--- config.mk ---
export PLATFORM = sky130hd
export DESIGN_NAME = slot_switch_top
export DESIGN_NICKNAME = d
export VERILOG_FILES = /design/src/common/switch_pkg.sv /design/src/hdl/slot_timer.sv /design/src/hdl/ready_generate.sv /design/src/ingress/ingress_fifo.sv /design/src/ingress/ingress_port.sv /design/src/hdl/egress_crossbar.sv /design/src/hdl/slot_switch_top.sv
export SDC_FILE = /design/constraint.sdc
export NUM_CORES = 1
export LEC_CHECK = 0
export BUFFER_PORTS_ARGS = -buffer_cell sky130_fd_sc_hd__buf_2
export CORE_MARGIN = 10
export CORE_UTILIZATION = 23
export DETAILED_ROUTE_END_ITERATION = 16
export PLACE_DENSITY = 0.38
export SKIP_LAST_GASP = 1
export SYNTH_ARGS = -nofsm -noshare
export SYNTH_HDL_FRONTEND = slang
export SYNTH_HIERARCHICAL = 1
export SYNTH_SLANG_ARGS = --single-unit
--- constraint.sdc ---
create_clock -name clk -period 3.87 [get_ports clk]
set_input_delay 0.1935 -clock clk [delete_from_list [all_inputs] [get_ports clk]]
set_output_delay 0.1935 -clock clk [all_outputs]
set_load 0.02 [all_outputs]
--- src/common/switch_pkg.sv ---
package switch_pkg;

    // ~~~~~~~~~~~~~~~~~~~~~~~~~~~~~~~~~~~~~~~~
    // default sizes of the switch
    // ~~~~~~~~~~~~~~~~~~~~~~~~~~~~~~~~~~~~~~~~

    localparam int NUM_PORTS_DEF  = 4;    // inputs and outputs.
    localparam int DATA_W_DEF     = 16;   // bits per packet word.
    localparam int FIFO_DEPTH_DEF = 8;    // words per ingress FIFO.
    localparam int SLOT_LEN_DEF   = 2;    // cycles per slot.

    // ~~~~~~~~~~~~~~~~~~~~~~~~~~~~~~~~~~~~~~~~
    // ingress FSM
    // ~~~~~~~~~~~~~~~~~~~~~~~~~~~~~~~~~~~~~~~~

    // wait_grant and send together form the vld level seen by the arbiter.
    typedef enum logic [1:0] {
        IDLE,
        WAIT_GRANT,
        SEND,
        GAP
    } port_state_e;

endpackage

--- src/hdl/slot_timer.sv ---
`timescale 1ns/1ps

module slot_timer import switch_pkg::*; #(
    parameter int   NUM_PORTS = NUM_PORTS_DEF,
    parameter int   SLOT_LEN  = SLOT_LEN_DEF,
    localparam int  SEL_W     = (NUM_PORTS > 1) ? $clog2(NUM_PORTS) : 1
) (
    input  logic                clk,
    input  logic                rst_n,
    output logic [SEL_W-1:0]    slot
);

    localparam int PRE_W = (SLOT_LEN > 1) ? $clog2(SLOT_LEN) : 1;

    logic [PRE_W-1:0] pre_cnt;

    // the prescaler holds each slot value for SLOT_LEN cycles.
    always_ff @(posedge clk or negedge rst_n) begin
        if (!rst_n) begin
            pre_cnt <= '0;
            slot    <= '0;
        end else if (pre_cnt == PRE_W'(SLOT_LEN - 1)) begin
            pre_cnt <= '0;
            if (slot == SEL_W'(NUM_PORTS - 1)) begin
                slot <= '0;
            end else begin
                slot <= slot + 1'b1;
            end
        end else begin
            pre_cnt <= pre_cnt + 1'b1;
        end
    end

    // tags in ready_generate are compared against this value, so it must stay in range.
    a_slot_range: assert property (
        @(posedge clk) disable iff (!rst_n)
        int'(slot) < NUM_PORTS
    );

endmodule

--- src/hdl/ready_generate.sv ---
`timescale 1ns/1ps

module ready_generate import switch_pkg::*; #(
    parameter int   NUM_PORTS = NUM_PORTS_DEF,
    localparam int  SEL_W     = (NUM_PORTS > 1) ? $clog2(NUM_PORTS) : 1
) (
    input  logic                        clk,
    input  logic                        rst_n,
    input  logic [SEL_W-1:0]            slot,
    input  logic [NUM_PORTS-1:0]        vld,
    input  logic [NUM_PORTS*SEL_W-1:0]  dest,
    output logic [NUM_PORTS-1:0]        ready
);

    logic [SEL_W-1:0]       slot_q;
    logic [NUM_PORTS-1:0]   vld_q;
    logic [NUM_PORTS-1:0]   vld_fall;
    logic [SEL_W-1:0]       dest_a [NUM_PORTS];
    logic [SEL_W-1:0]       tag [NUM_PORTS];      // one slot tag per output.
    logic [NUM_PORTS-1:0]   busy;                 // output is owned by an input.
    logic [NUM_PORTS-1:0]   grant_d;
    logic [NUM_PORTS-1:0]   take_d;
    logic [NUM_PORTS-1:0]   free_d;

    assign vld_fall = vld_q & ~vld;   // end of packet on that input.

    // ~~~~~~~~~~~~~~~~~~~~~~~~~~~~~~~~~~~~~~~~
    // arbitration
    // ~~~~~~~~~~~~~~~~~~~~~~~~~~~~~~~~~~~~~~~~

    always_comb begin
        logic found;
        found   = 1'b0;
        grant_d = '0;
        take_d  = '0;
        free_d  = '0;
        for (int i = 0; i < NUM_PORTS; i++) begin
            dest_a[i] = dest[i*SEL_W +: SEL_W];
        end
        for (int i = 0; i < NUM_PORTS; i++) begin
            if (vld_fall[i]) begin
                free_d[dest_a[i]] = 1'b1;
            end
        end
        // each output picks the lowest waiting input while its tag matches the slot.
        for (int j = 0; j < NUM_PORTS; j++) begin
            found = 1'b0;
            if (!busy[j] && tag[j] == slot) begin
                for (int i = 0; i < NUM_PORTS; i++) begin
                    if (!found && vld[i] && dest_a[i] == SEL_W'(j)) begin
                        found      = 1'b1;
                        grant_d[i] = 1'b1;
                        take_d[j]  = 1'b1;
                    end
                end
            end
        end
    end

    always_ff @(posedge clk or negedge rst_n) begin
        if (!rst_n) begin
            slot_q <= '0;
            vld_q  <= '0;
            busy   <= '0;
            ready  <= '0;
            for (int j = 0; j < NUM_PORTS; j++) begin
                tag[j] <= SEL_W'((j + 1) % NUM_PORTS);
            end
        end else begin
            slot_q <= slot;
            vld_q  <= vld;
            ready  <= grant_d;
            busy   <= (busy & ~free_d) | take_d;
            for (int j = 0; j < NUM_PORTS; j++) begin
                if (free_d[j]) begin
                    tag[j] <= slot_q;   // the slot of the cycle before the fall.
                end
            end
        end
    end

    // ~~~~~~~~~~~~~~~~~~~~~~~~~~~~~~~~~~~~~~~~
    // checks
    // ~~~~~~~~~~~~~~~~~~~~~~~~~~~~~~~~~~~~~~~~

    for (genvar j = 0; j < NUM_PORTS; j++) begin : g_chk
        logic [NUM_PORTS-1:0] ready_to_out;

        always_comb begin
            for (int i = 0; i < NUM_PORTS; i++) begin
                ready_to_out[i] = ready[i] && dest_a[i] == SEL_W'(j);
            end
        end

        a_one_grant: assert property (
            @(posedge clk) disable iff (!rst_n)
            $onehot0(ready_to_out)
        );
    end

    // the grant is registered, so the input must still be waiting one cycle later.
    a_grant_vld: assert property (
        @(posedge clk) disable iff (!rst_n)
        (ready & ~vld) == '0
    );

endmodule

--- src/ingress/ingress_fifo.sv ---
`timescale 1ns/1ps

module ingress_fifo import switch_pkg::*; #(
    parameter int   NUM_PORTS  = NUM_PORTS_DEF,
    parameter int   DATA_W     = DATA_W_DEF,
    parameter int   FIFO_DEPTH = FIFO_DEPTH_DEF,
    localparam int  SEL_W      = (NUM_PORTS > 1) ? $clog2(NUM_PORTS) : 1
) (
    input  logic                clk,
    input  logic                rst_n,
    input  logic                wr_en,
    input  logic [DATA_W-1:0]   wr_data,
    input  logic                wr_last,
    input  logic [SEL_W-1:0]    wr_dest,
    output logic                full,
    input  logic                rd_en,
    output logic [DATA_W-1:0]   rd_data,
    output logic                rd_last,
    output logic [SEL_W-1:0]    rd_dest,
    output logic                pkt_avail
);

    localparam int PTR_W = (FIFO_DEPTH > 1) ? $clog2(FIFO_DEPTH) : 1;
    localparam int CNT_W = $clog2(FIFO_DEPTH + 1);

    logic [DATA_W-1:0]  mem_data [FIFO_DEPTH];
    logic               mem_last [FIFO_DEPTH];
    logic [SEL_W-1:0]   mem_dest [FIFO_DEPTH];
    logic [PTR_W-1:0]   wr_ptr;
    logic [PTR_W-1:0]   rd_ptr;
    logic [CNT_W-1:0]   count;
    logic [CNT_W-1:0]   pkt_cnt;    // complete packets held.

    always_ff @(posedge clk) begin
        if (wr_en) begin
            mem_data[wr_ptr] <= wr_data;
            mem_last[wr_ptr] <= wr_last;
            mem_dest[wr_ptr] <= wr_dest;
        end
    end

    always_ff @(posedge clk or negedge rst_n) begin
        if (!rst_n) begin
            wr_ptr  <= '0;
            rd_ptr  <= '0;
            count   <= '0;
            pkt_cnt <= '0;
        end else begin
            if (wr_en) begin
                wr_ptr <= (wr_ptr == PTR_W'(FIFO_DEPTH - 1)) ? '0 : wr_ptr + 1'b1;
            end
            if (rd_en) begin
                rd_ptr <= (rd_ptr == PTR_W'(FIFO_DEPTH - 1)) ? '0 : rd_ptr + 1'b1;
            end
            count   <= count + CNT_W'(wr_en) - CNT_W'(rd_en);
            pkt_cnt <= pkt_cnt + CNT_W'(wr_en && wr_last) - CNT_W'(rd_en && rd_last);
        end
    end

    // head word is shown ahead so the port can stream one word per cycle.
    assign rd_data   = mem_data[rd_ptr];
    assign rd_last   = mem_last[rd_ptr];
    assign rd_dest   = mem_dest[rd_ptr];
    assign full      = count == CNT_W'(FIFO_DEPTH);
    assign pkt_avail = pkt_cnt != '0;

    a_no_overflow: assert property (@(posedge clk) disable iff (!rst_n) wr_en |-> !full);
    a_no_underflow: assert property (@(posedge clk) disable iff (!rst_n) rd_en |-> count != '0);

endmodule

--- src/ingress/ingress_port.sv ---
`timescale 1ns/1ps

module ingress_port import switch_pkg::*; #(
    parameter int   NUM_PORTS  = NUM_PORTS_DEF,
    parameter int   DATA_W     = DATA_W_DEF,
    parameter int   FIFO_DEPTH = FIFO_DEPTH_DEF,
    localparam int  SEL_W      = (NUM_PORTS > 1) ? $clog2(NUM_PORTS) : 1
) (
    input  logic                clk,
    input  logic                rst_n,
    input  logic                in_valid,
    input  logic [DATA_W-1:0]   in_data,
    input  logic [SEL_W-1:0]    in_dest,
    input  logic                in_last,
    output logic                in_ready,
    output logic                vld,
    output logic [SEL_W-1:0]    dest,
    input  logic                ready,
    output logic                tx_valid,
    output logic [DATA_W-1:0]   tx_data,
    output logic                tx_last
);

    port_state_e        state;
    port_state_e        state_nxt;
    logic               full;
    logic               wr_en;
    logic               mid_pkt;    // a packet has started but not ended.
    logic [SEL_W-1:0]   pkt_dest;
    logic [SEL_W-1:0]   wr_dest;
    logic               rd_en;
    logic [DATA_W-1:0]  rd_data;
    logic               rd_last;
    logic [SEL_W-1:0]   rd_dest;
    logic               pkt_avail;

    // ~~~~~~~~~~~~~~~~~~~~~~~~~~~~~~~~~~~~~~~~
    // write side
    // ~~~~~~~~~~~~~~~~~~~~~~~~~~~~~~~~~~~~~~~~

    assign in_ready = !full;
    assign wr_en    = in_valid && !full;
    assign wr_dest  = mid_pkt ? pkt_dest : in_dest;   // only the first word names the output.

    always_ff @(posedge clk or negedge rst_n) begin
        if (!rst_n) begin
            mid_pkt <= 1'b0;
        end else if (wr_en) begin
            mid_pkt <= !in_last;
        end
    end

    always_ff @(posedge clk) begin
        if (wr_en && !mid_pkt) begin
            pkt_dest <= in_dest;
        end
    end

    ingress_fifo #(
        .NUM_PORTS  (NUM_PORTS),
        .DATA_W     (DATA_W),
        .FIFO_DEPTH (FIFO_DEPTH)
    ) u_ingress_fifo (
        .clk        (clk),
        .rst_n      (rst_n),
        .wr_en      (wr_en),
        .wr_data    (in_data),
        .wr_last    (in_last),
        .wr_dest    (wr_dest),
        .full       (full),
        .rd_en      (rd_en),
        .rd_data    (rd_data),
        .rd_last    (rd_last),
        .rd_dest    (rd_dest),
        .pkt_avail  (pkt_avail)
    );

    // ~~~~~~~~~~~~~~~~~~~~~~~~~~~~~~~~~~~~~~~~
    // read side FSM
    // ~~~~~~~~~~~~~~~~~~~~~~~~~~~~~~~~~~~~~~~~

    always_comb begin
        state_nxt = state;
        case (state)
            IDLE:       if (pkt_avail) state_nxt = WAIT_GRANT;
            WAIT_GRANT: if (ready) state_nxt = SEND;
            SEND:       if (rd_last) state_nxt = GAP;
            GAP:        state_nxt = IDLE;
            default:    state_nxt = IDLE;
        endcase
    end

    always_ff @(posedge clk or negedge rst_n) begin
        if (!rst_n) begin
            state <= IDLE;
            dest  <= '0;
        end else begin
            state <= state_nxt;
            if (state == IDLE && pkt_avail) begin
                dest <= rd_dest;    // held through gap so the arbiter can free the output.
            end
        end
    end

    assign vld      = (state == WAIT_GRANT) || (state == SEND);
    assign rd_en    = state == SEND;
    assign tx_valid = state == SEND;
    assign tx_data  = rd_data;
    assign tx_last  = rd_last;

endmodule

--- src/hdl/egress_crossbar.sv ---
`timescale 1ns/1ps

module egress_crossbar import switch_pkg::*; #(
    parameter int   NUM_PORTS = NUM_PORTS_DEF,
    parameter int   DATA_W    = DATA_W_DEF,
    localparam int  SEL_W     = (NUM_PORTS > 1) ? $clog2(NUM_PORTS) : 1
) (
    input  logic                            clk,
    input  logic                            rst_n,
    input  logic [NUM_PORTS-1:0]            ready,
    input  logic [NUM_PORTS*SEL_W-1:0]      dest,
    input  logic [NUM_PORTS-1:0]            tx_valid,
    input  logic [NUM_PORTS*DATA_W-1:0]     tx_data,
    input  logic [NUM_PORTS-1:0]            tx_last,
    output logic [NUM_PORTS-1:0]            out_valid,
    output logic [NUM_PORTS*DATA_W-1:0]     out_data,
    output logic [NUM_PORTS-1:0]            out_last,
    output logic [NUM_PORTS*SEL_W-1:0]      out_src
);

    logic [SEL_W-1:0]       dest_a [NUM_PORTS];
    logic [SEL_W-1:0]       src [NUM_PORTS];      // selected input per output.
    logic [NUM_PORTS-1:0]   act;                  // a packet is in flight on the output.
    logic [NUM_PORTS-1:0]   fwd;
    logic [NUM_PORTS-1:0]   fwd_last;
    logic [NUM_PORTS-1:0]   mapped;

    always_comb begin
        mapped = '0;
        for (int i = 0; i < NUM_PORTS; i++) begin
            dest_a[i] = dest[i*SEL_W +: SEL_W];
        end
        for (int j = 0; j < NUM_PORTS; j++) begin
            fwd[j]      = act[j] && tx_valid[src[j]];
            fwd_last[j] = fwd[j] && tx_last[src[j]];
            if (act[j]) begin
                mapped[src[j]] = 1'b1;
            end
        end
    end

    // a grant opens the mapping, the forwarded last word closes it.
    always_ff @(posedge clk or negedge rst_n) begin
        if (!rst_n) begin
            act <= '0;
            for (int j = 0; j < NUM_PORTS; j++) begin
                src[j] <= '0;
            end
        end else begin
            act <= act & ~fwd_last;
            for (int i = 0; i < NUM_PORTS; i++) begin
                if (ready[i]) begin
                    act[dest_a[i]] <= 1'b1;
                    src[dest_a[i]] <= SEL_W'(i);
                end
            end
        end
    end

    always_ff @(posedge clk or negedge rst_n) begin
        if (!rst_n) begin
            out_valid <= '0;
            out_last  <= '0;
        end else begin
            out_valid <= fwd;
            out_last  <= fwd_last;
        end
    end

    always_ff @(posedge clk) begin
        for (int j = 0; j < NUM_PORTS; j++) begin
            out_data[j*DATA_W +: DATA_W] <= tx_data[src[j]*DATA_W +: DATA_W];
            out_src[j*SEL_W +: SEL_W]    <= src[j];
        end
    end

    // a sending input must have been granted an output one cycle earlier.
    a_tx_mapped: assert property (
        @(posedge clk) disable iff (!rst_n)
        (tx_valid & ~mapped) == '0
    );

endmodule

--- src/hdl/slot_switch_top.sv ---
`timescale 1ns/1ps

module slot_switch_top import switch_pkg::*; #(
    parameter int   NUM_PORTS  = NUM_PORTS_DEF,
    parameter int   DATA_W     = DATA_W_DEF,
    parameter int   FIFO_DEPTH = FIFO_DEPTH_DEF,
    parameter int   SLOT_LEN   = SLOT_LEN_DEF,
    localparam int  SEL_W      = (NUM_PORTS > 1) ? $clog2(NUM_PORTS) : 1
) (
    input  logic                            clk,
    input  logic                            rst_n,
    input  logic [NUM_PORTS-1:0]            in_valid,
    input  logic [NUM_PORTS*DATA_W-1:0]     in_data,
    input  logic [NUM_PORTS*SEL_W-1:0]      in_dest,
    input  logic [NUM_PORTS-1:0]            in_last,
    output logic [NUM_PORTS-1:0]            in_ready,
    output logic [NUM_PORTS-1:0]            out_valid,
    output logic [NUM_PORTS*DATA_W-1:0]     out_data,
    output logic [NUM_PORTS-1:0]            out_last,
    output logic [NUM_PORTS*SEL_W-1:0]      out_src
);

    logic [SEL_W-1:0]           slot;
    logic [NUM_PORTS-1:0]       vld;
    logic [NUM_PORTS*SEL_W-1:0] dest;
    logic [NUM_PORTS-1:0]       ready;
    logic [NUM_PORTS-1:0]       tx_valid;
    logic [NUM_PORTS*DATA_W-1:0] tx_data;
    logic [NUM_PORTS-1:0]       tx_last;

    slot_timer #(
        .NUM_PORTS  (NUM_PORTS),
        .SLOT_LEN   (SLOT_LEN)
    ) u_slot_timer (
        .clk        (clk),
        .rst_n      (rst_n),
        .slot       (slot)
    );

    ready_generate #(
        .NUM_PORTS  (NUM_PORTS)
    ) u_ready_generate (
        .clk        (clk),
        .rst_n      (rst_n),
        .slot       (slot),
        .vld        (vld),
        .dest       (dest),
        .ready      (ready)
    );

    for (genvar i = 0; i < NUM_PORTS; i++) begin : g_ingress
        ingress_port #(
            .NUM_PORTS  (NUM_PORTS),
            .DATA_W     (DATA_W),
            .FIFO_DEPTH (FIFO_DEPTH)
        ) u_ingress_port (
            .clk        (clk),
            .rst_n      (rst_n),
            .in_valid   (in_valid[i]),
            .in_data    (in_data[i*DATA_W +: DATA_W]),
            .in_dest    (in_dest[i*SEL_W +: SEL_W]),
            .in_last    (in_last[i]),
            .in_ready   (in_ready[i]),
            .vld        (vld[i]),
            .dest       (dest[i*SEL_W +: SEL_W]),
            .ready      (ready[i]),
            .tx_valid   (tx_valid[i]),
            .tx_data    (tx_data[i*DATA_W +: DATA_W]),
            .tx_last    (tx_last[i])
        );
    end

    egress_crossbar #(
        .NUM_PORTS  (NUM_PORTS),
        .DATA_W     (DATA_W)
    ) u_egress_crossbar (
        .clk        (clk),
        .rst_n      (rst_n),
        .ready      (ready),
        .dest       (dest),
        .tx_valid   (tx_valid),
        .tx_data    (tx_data),
        .tx_last    (tx_last),
        .out_valid  (out_valid),
        .out_data   (out_data),
        .out_last   (out_last),
        .out_src    (out_src)
    );

endmodule

==> key figures, run 1 <==
Job
  • Number of max-cap violations: 0

Global routing
  • GRT met2 Usage: 0.177
  • Largest net degree at the start of global routing: 79
  • Vias in the first global route: 18356
  • Met1 Use GR: 0.160
  • GRT Total Usage: 0.115
  • Initial antenna violation count: 21
  • GRT Max-Usage Layer: met2
  • Overflow after GRT: 0
  • Met3 Usage GRT: 0.0298
  • First-pass GRT wire length: 136 mm

Min path
  • Worst hold path class: input port to async pin

Clocking
  • Post-cts sizing count: 0
  • Clk_lat worst skew: 0.68 ns
  • CTS tree: built
  • Root buf cell: clkbuf_16
  • CTS buffer count: 96
  • Hold-fix buffers, CTS: 83
  • Max clock buf depth: 3
  • Clock Pin Slew Worst Setup and Hold Paths: 0.06 ns
  • H-tree depth: 3
  • Number of buffers added for setup after CTS: 0
  • Sink Count: 809

Routing
  • Via-to-Cell Ratio: 4.32
  • Initial DRC Count: 1032
  • Post-route DRC: 0
  • Vias: 17480
  • First-pass DRT Iterations: 5
  • Final WL: 95.0 mm
  • Avg WL per Cell: 23.5 um
  • Post-DRT Antenna Nets: 0

Timing
  • Final Max Tran Viols: 0
  • Fmax: 346 MHz
  • Measured slew at the worst slew-check pin: 0.965 ns
  • Slew margin rel.: 0.357
  • Worst Skew: 0.0217 ns
  • Setup TNS: 0 ns
  • Period minus WS final: 2.89 ns
  • RSZ-0062 raised after global routing: false
  • Hold_ws: 0.0882 ns
  • Tcrit/Tclk final: 0.747
  • Final hold violations: 0
  • Final setup violation count: 0

Synthesis
  • YS warnings: 6
  • Seq/Total Area, Yosys: 0.684
  • Cells after Synth: 1716
  • EDFF count, synth: 616
  • Post-synth net total: 1879
  • Distinct cell type count after synthesis: 60
  • Post-synth ARST share: 0.150
  • #FFs+latches synth: 809
  • Top FF cell, synth: edfxtp_1
  • Post-synthesis instance area: 33600 um2
  • Mean area per synthesized cell: 19.6 um2

Critical path
  • CP arrival: 3.45 ns
  • Startpoint types: flop
  • Kind of critical path: flop to flop
  • WP data required: 4.43 ns
  • CP max FO: 19
  • Crit end category: flop

Place
  • Placed inst area: 37000 um2
  • Post-DP HPWL: 64.0 mm
  • RD Place Congestion: 0.728
  • Port bufs: 165

Floorplan
  • Chip height: 402 um
  • Initial core utilization: 0.231
  • Site Rows: 140
  • Die area: 162000 um2
  • I/O pin cnt: 166
  • Core ar.: 145000 um2
  • Die X: 402 um

Power
  • Worst IR drop on VDD: 0.575 mV
  • Pwr per Cell Area: 860 nW/um2
  • Pwr Total: 35.3 mW
  • Static Leak: 14.7 nW

Final layout
  • FF/Latch Area: 23000 um2
  • Layout Nets: 2209
  • Design area: 41000 um2
  • Multi-input combinational cell area: 10000 um2
  • P&R area growth vs syn: 22.1%
  • # fillers: 14486
  • Layout cells sized above 1: 0.297

Status
  • Status: finished clean
metrics by stage:
step                      setup WS [ns]  cells  utilization
after detailed placement          0.868   3782        0.254
after global placement            0.885   3782        0.254
after CTS                         0.877   4045        0.282
after floorplan                   0.962   1716            -
after global routing              0.792   4046        0.282
final                             0.980   4049        0.282
Yosys cell counts, types with 5 or more instances:
cell type,instances,area share
and2_1,9,0.0017
mux4_2,108,0.072
mux2i_1,7,0.0021
nand2_1,31,0.0035
buf_6,18,0.0060
fa_1,8,0.0048
dfxtp_1,72,0.043
nor4b_1,7,0.0018
xnor2_1,12,0.0031
inv_1,93,0.010
ha_1,73,0.027
o22ai_1,6,0.0011
edfxtp_1,616,0.55
nor2b_1,5,0.00093
a21boi_0,5,0.0011
nor3_1,21,0.0031
o21ai_0,14,0.0021
dfrtp_1,117,0.087
nor2_1,41,0.0046
a21oi_1,9,0.0013
buf_1,17,0.0019
nand2b_1,34,0.0063
and3_1,14,0.0026
clkbuf_1,12,0.0013
nand3_1,9,0.0013
a21o_1,10,0.0022
mux2_2,123,0.041
xor2_1,12,0.0031
buf_4,7,0.0016
nor3b_1,6,0.0013
buf_2,11,0.0016
nand3b_1,9,0.0020
mux4_1,109,0.085
registers in the layout, indices dropped and copies added, names as in the netlist, 12 cells and up:
signal and cells:
g_ingress.u_ingress_port/u_ingress_fifo/pkt_cnt 16, g_ingress.u_ingress_port/u_ingress_fifo/mem_data 512, g_ingress.u_ingress_port/u_ingress_fifo/mem_last 32, g_ingress.u_ingress_port/u_ingress_fifo/wr_ptr 12, g_ingress.u_ingress_port/u_ingress_fifo/mem_dest 64, g_ingress.u_ingress_port/u_ingress_fifo/rd_ptr 12
u_egress_crossbar/out_data 64, g_ingress.u_ingress_port/u_ingress_fifo/count 16
final timing paths:
check                      slack [ns]                                           endpoint  cells past startpoint                            from
min in group clk                 0.24  g_ingress[1].u_ingress_port/pkt_dest[1]$_DFFE_PP_                      2                      in_dest[3]
setup reg to reg                 0.98   g_ingress[1].u_ingress_port/state[1]$_DFFE_PN0P_                      6                            flop
hold / removal                   0.09                                          async pin                      2                           rst_n
hold reg to reg                  0.48                     u_slot_timer/pre_cnt$_DFF_PN0_                      1  u_slot_timer/pre_cnt$_DFF_PN0_
max in group asynchronous        2.87                                          async pin                      3                           rst_n
setup / recovery                 0.98   g_ingress[1].u_ingress_port/state[1]$_DFFE_PN0P_                      6                            flop
critical path: stages (launching register included):
cell      delay (ns)
dfrtp_2         0.75
mux2i_1         0.15
and3_1          0.22
nor3_1          0.68
inv_1           0.11
a222oi_1        0.48
mux2_1          0.38
kinds of logic after synthesis:
| logic type | Yosys count | share of synthesized area |
|---|---|---|
| XOR/XNOR | 24 | 0.00626 |
| buffers and inverters | 160 | 0.0232 |
| adder cells (fa/ha/maj) | 81 | 0.0319 |
| AND/OR/NAND/NOR | 208 | 0.0348 |
| multiplexers | 351 | 0.202 |
| flip-flops | 809 | 0.684 |
| AO/OA/AOI/OAI | 83 | 0.0179 |
power by group:
| group | internal (mW) | total, mW | switching [mW] |
|---|---|---|---|
| clock network | 5.54 | 9.16 | 3.62 |
| registers | 11.5 | 13.1 | 1.55 |
| logic | 5.86 | 13.0 | 7.15 |
| total | 22.9 | 35.3 | 12.3 |
area by class of cell:
class                      count  area share
antenna                        4    0.000244
clock buffer                 121      0.0634
clock inverter                59      0.0148
inverter                      93     0.00851
multi-input combinational    747       0.244
sequential                   809       0.560
tap                         1917      0.0585
timing repair buffer         299      0.0505
cell usage in the layout, fill, tap and decap left out, types with 7 or more instances in the layout:
cell / instances
mux4_2: 108
and3_1: 14
bufinv_16: 12
edfxtp_1: 616
nor3_1: 13
nor3_2: 8
mux2_2: 123
mux4_1: 109
and2_1: 9
clkbuf_1: 17
inv_1: 93
xor2_1: 12
dfxtp_1: 72
clkbuf_16: 98
o21ai_0: 14
nand3b_1: 9
clkinv_2: 17
nor2_4: 12
nor2_1: 23
mux2i_1: 7
nand2_1: 31
a21o_1: 10
clkinv_1: 20
a21oi_1: 9
nor4b_1: 7
xnor2_1: 12
dfrtp_1: 111
buf_4: 49
nand3_1: 9
buf_2: 164
nand2b_1: 34
dlygate4sd3_1: 83
fa_1: 8
ha_1: 73
routing by layer:
metal / routed length (um) / vias up
met2: 42500 / 448
met5: 31 / -
li1: - / 7626
met1: 44800 / 9263
met4: 2290 / 4
met3: 5390 / 139
Power figures use the tool's default switching activity.
==> run 2, diff against run 1 <==
--- a/config.mk
+++ b/config.mk
@@ -9,7 +9,7 @@
 export CORE_MARGIN = 10
 export CORE_UTILIZATION = 23
 export DETAILED_ROUTE_END_ITERATION = 16
-export PLACE_DENSITY = 0.38
+export PLACE_DENSITY = 0.39
 export SKIP_LAST_GASP = 1
 export SYNTH_ARGS = -nofsm -noshare
 export SYNTH_HDL_FRONTEND = slang
==> constraint.sdc (replaced) <==
create_clock -name clk -period 2.35 [get_ports clk]
set_input_delay 0.1175 -clock clk [delete_from_list [all_inputs] [get_ports clk]]
set_output_delay 0.1175 -clock clk [all_outputs]
set_load 0.02 [all_outputs]
==> key figures, run 2 (synthesis results as in run 1) <==
Status
  • Status: complete, but fails checks
  • Failing checks: setup timing

Global routing
  • Initial antenna violation count: 22 (+4.8%)
  • Vias in the first global route: 18893 (+2.9%)
  • Largest net degree at the start of global routing: 66 (-16%)
  • First-pass GRT wire length: 141 mm (+3.9%)
  • Overflow after GRT: 0 (unchanged)
  • GRT Total Usage: 0.120 (+0.00445)

Routing
  • Via-to-Cell Ratio: 4.34 (+0.46%)
  • Vias: 17947 (+2.7%)
  • Final WL: 98.7 mm (+3.9%)
  • Post-DRT Antenna Nets: 0 (unchanged)
  • Avg WL per Cell: 23.9 um (+1.6%)
  • Post-route DRC: 0 (unchanged)
  • First-pass DRT Iterations: 5 (unchanged)
  • Initial DRC Count: 1119 (+8.4%)

Final layout
  • Most frequent cells in the layout: 616 x edfxtp_1, 164 x buf_2, 117 x mux4_2
  • Most common cell after layout, fill and taps aside: edfxtp_1
  • Reg with most FFs: g_ingress.u_ingress_port/u_ingress_fifo/mem_data
  • Fin cells: 4138 (+2.2%)
  • P&R area growth vs syn: 26.4%
  • Layout Nets: 2302 (+4.2%)
  • Layout cells sized above 1: 0.351 (+0.0538)
  • Max reg flops: 512 (unchanged)
  • Top flop regs: g_ingress.u_ingress_port/u_ingress_fifo/mem_data: 512 flops, g_ingress.u_ingress_port/u_ingress_fifo/mem_dest: 64 flops, u_egress_crossbar/out_data: 64 flops

Power
  • Combinational Power Share: 0.403 (+0.034)
  • Switching share of power: 0.350 (+0.000903)
  • Clock power frac: 0.240 (-0.020)
  • Pwr per Cell Area: 1420 nW/um2 (+65%)
  • P_sw: 21.1 mW (+71%)
  • Sequential share of power: 0.357 (-0.014)
  • Internal power: 39.2 mW (+71%)
  • Static Leak: 15.4 nW (+4.8%)
  • Worst IR drop on VDD: 0.662 mV (+15%)

Floorplan
  • Die X: 402 um (unchanged)
  • Site Rows: 140 (unchanged)
  • Die area: 162000 um2 (unchanged)
  • I/O pin cnt: 166 (unchanged)
  • Core ar.: 145000 um2 (unchanged)
  • Chip height: 402 um (unchanged)
  • Initial core utilization: 0.231 (unchanged)

Timing
  • Setup ws final: -0.0648 ns (-1.04 ns)
  • Worst Skew: 0.0268 ns (+0.00502 ns)
  • Tcrit/Tclk final: 1.03 (+0.281)
  • Period minus WS final: 2.41 ns (-0.475 ns)
  • Fmax: 414 MHz (+20%)
  • Final hold violations: 0 (unchanged)
  • Slew margin rel.: 0.562 (+0.206)
  • Measured slew at the worst slew-check pin: 0.651 ns (-0.313 ns)
  • RSZ-0062 raised after global routing: true
  • Final setup violation count: 47 (+47)
  • Hold_ws: 0.0920 ns (+0.00379 ns)
  • Final Max Tran Viols: 0 (unchanged)

Clocking
  • Clk_lat worst skew: 0.69 ns (about the same)
  • Sink Count: 809 (unchanged)
  • CTS tree: built
  • Clock Pin Slew Worst Setup and Hold Paths: 0.07 ns (about the same)
  • Root buf cell: clkbuf_16
  • H-tree depth: 3 (unchanged)
  • Max clock buf depth: 3 (unchanged)
  • CTS buffer count: 94 (-2.1%)

Place
  • Placed cell count: 3858 (+2.0%)
  • Port bufs: 165 (unchanged)
  • RD Place Congestion: 0.733 (+0.67%)
  • Post-DP HPWL: 67.1 mm (+4.9%)

Job
  • Number of max-cap violations: 0 (unchanged)

Critical path
  • CP max stage delay: 0.55 ns (-0.20 ns)
  • Kind of critical path: flop to flop
  • Startpoint types: flop
  • CP max FO: 9 (-10)
  • Slowest CP cell: mux4_1
  • WP data required: 2.90 ns (-1.53 ns)
  • R2R setup slack: -0.06 ns (-1.04 ns)
  • Crit end category: flop
  • CP arrival: 2.97 ns (-0.48 ns)
  • Largest delay share family, worst path: multiplexers
  • Crit path buffers/inverters: 3 (+2)
  • Worst-path cell chain: buf_4 > buf_12 > buf_16 > mux4_1 > mux2_4 > mux4_2

Min path
  • Worst hold path class: input port to async pin
[run 2: cell types whose count changed in the layout (fill, tap and decap cells not counted), sizes merged, moves of 2 or more]
cell and delta:
clkinv +4, buf +93, clkbuf -2, inv -2
bufinv -4
[run 2: cell type report]
type                            count  area (um2)
Clock inverter                     58         529
Timing Repair Buffer              394        3390
Inverter                           93         349
Clock buffer                      117        2510
Multi-Input combinational cell    747       10300
Antenna cell                        3        7.51
Tap cell                         1917        2400
Sequential cell                   809       23000
Fill cell                       14361      103000
[run 2: path summary, 6_finish.rpt]
check | end | cells after the start | start
worst max-delay path | u_egress_crossbar/out_data[28]$_DFF_P_ | 6 | flop
worst min-delay path | async pin | 3 | rst_n
worst max register to register | u_egress_crossbar/out_data[28]$_DFF_P_ | 6 | flop
worst min register to register | u_slot_timer/pre_cnt$_DFF_PN0_ | 1 | u_slot_timer/pre_cnt$_DFF_PN0_
max in group asynchronous | async pin | 3 | rst_n
min in group clk | g_ingress[1].u_ingress_port/pkt_dest[0]$_DFFE_PP_ | 2 | in_dest[2]
[run 2: power by group through the flow]
stage	clock network (mW)	registers, mW	logic (mW)
6_report	14.5	21.5	24.3
3_3_place_gp	0	21.7	22.6
2_1_floorplan	0	21.2	14.2
5_1_grt	15.5	21.8	26.4
3_5_place_dp	0	21.7	23.1
4_1_cts	15.0	21.5	24.2
[run 2: worst reg2reg max path, cell delays in order (launching register included)]
cell and delay [ns]:
dfrtp_2 0.47, buf_4 0.16, buf_12 0.11, buf_16 0.15, mux4_1 0.55, mux2_4 0.36, mux4_2 0.50
[run 2: stage by stage]
step | setup TNS (ns) | total power [mW] | instance area (um2) | setup WS (ns) | util
4_1_cts | -0.425 | 60.7 | 42200 | -0.0387 | 0.290
3_5_place_dp | -4.31 | 44.8 | 38000 | -0.180 | 0.261
3_3_place_gp | -1.84 | 44.3 | 38000 | -0.137 | 0.261
6_report | -1.10 | 60.3 | 42500 | -0.0648 | 0.292
2_1_floorplan | -9.90 | 35.4 | 33700 | -0.0512 | -
5_1_grt | -6.23 | 63.7 | 42500 | -0.123 | 0.292
[run 2: timing repair]
| action | in CTS | in global routing |
|---|---|---|
| buffers inserted | 7 | 9 |
| hold endpoints to repair | 757 | 0 |
| resized for setup | 48 | 50 |
| gates cloned | 3 | 2 |
| pin swaps | 6 | 16 |
| endpoints found under the setup margin | 77 | 170 |
| hold buffers | 82 | 0 |
[run 2: per-layer routing]
metal  GRT usage  up-vias  routed length [um]
li1            -     7801                   -
met3      0.0312      162                5500
met5           0        -                  89
met1       0.166     9567               45900
met4      0.0344       14                2530
met2       0.184      403               44700
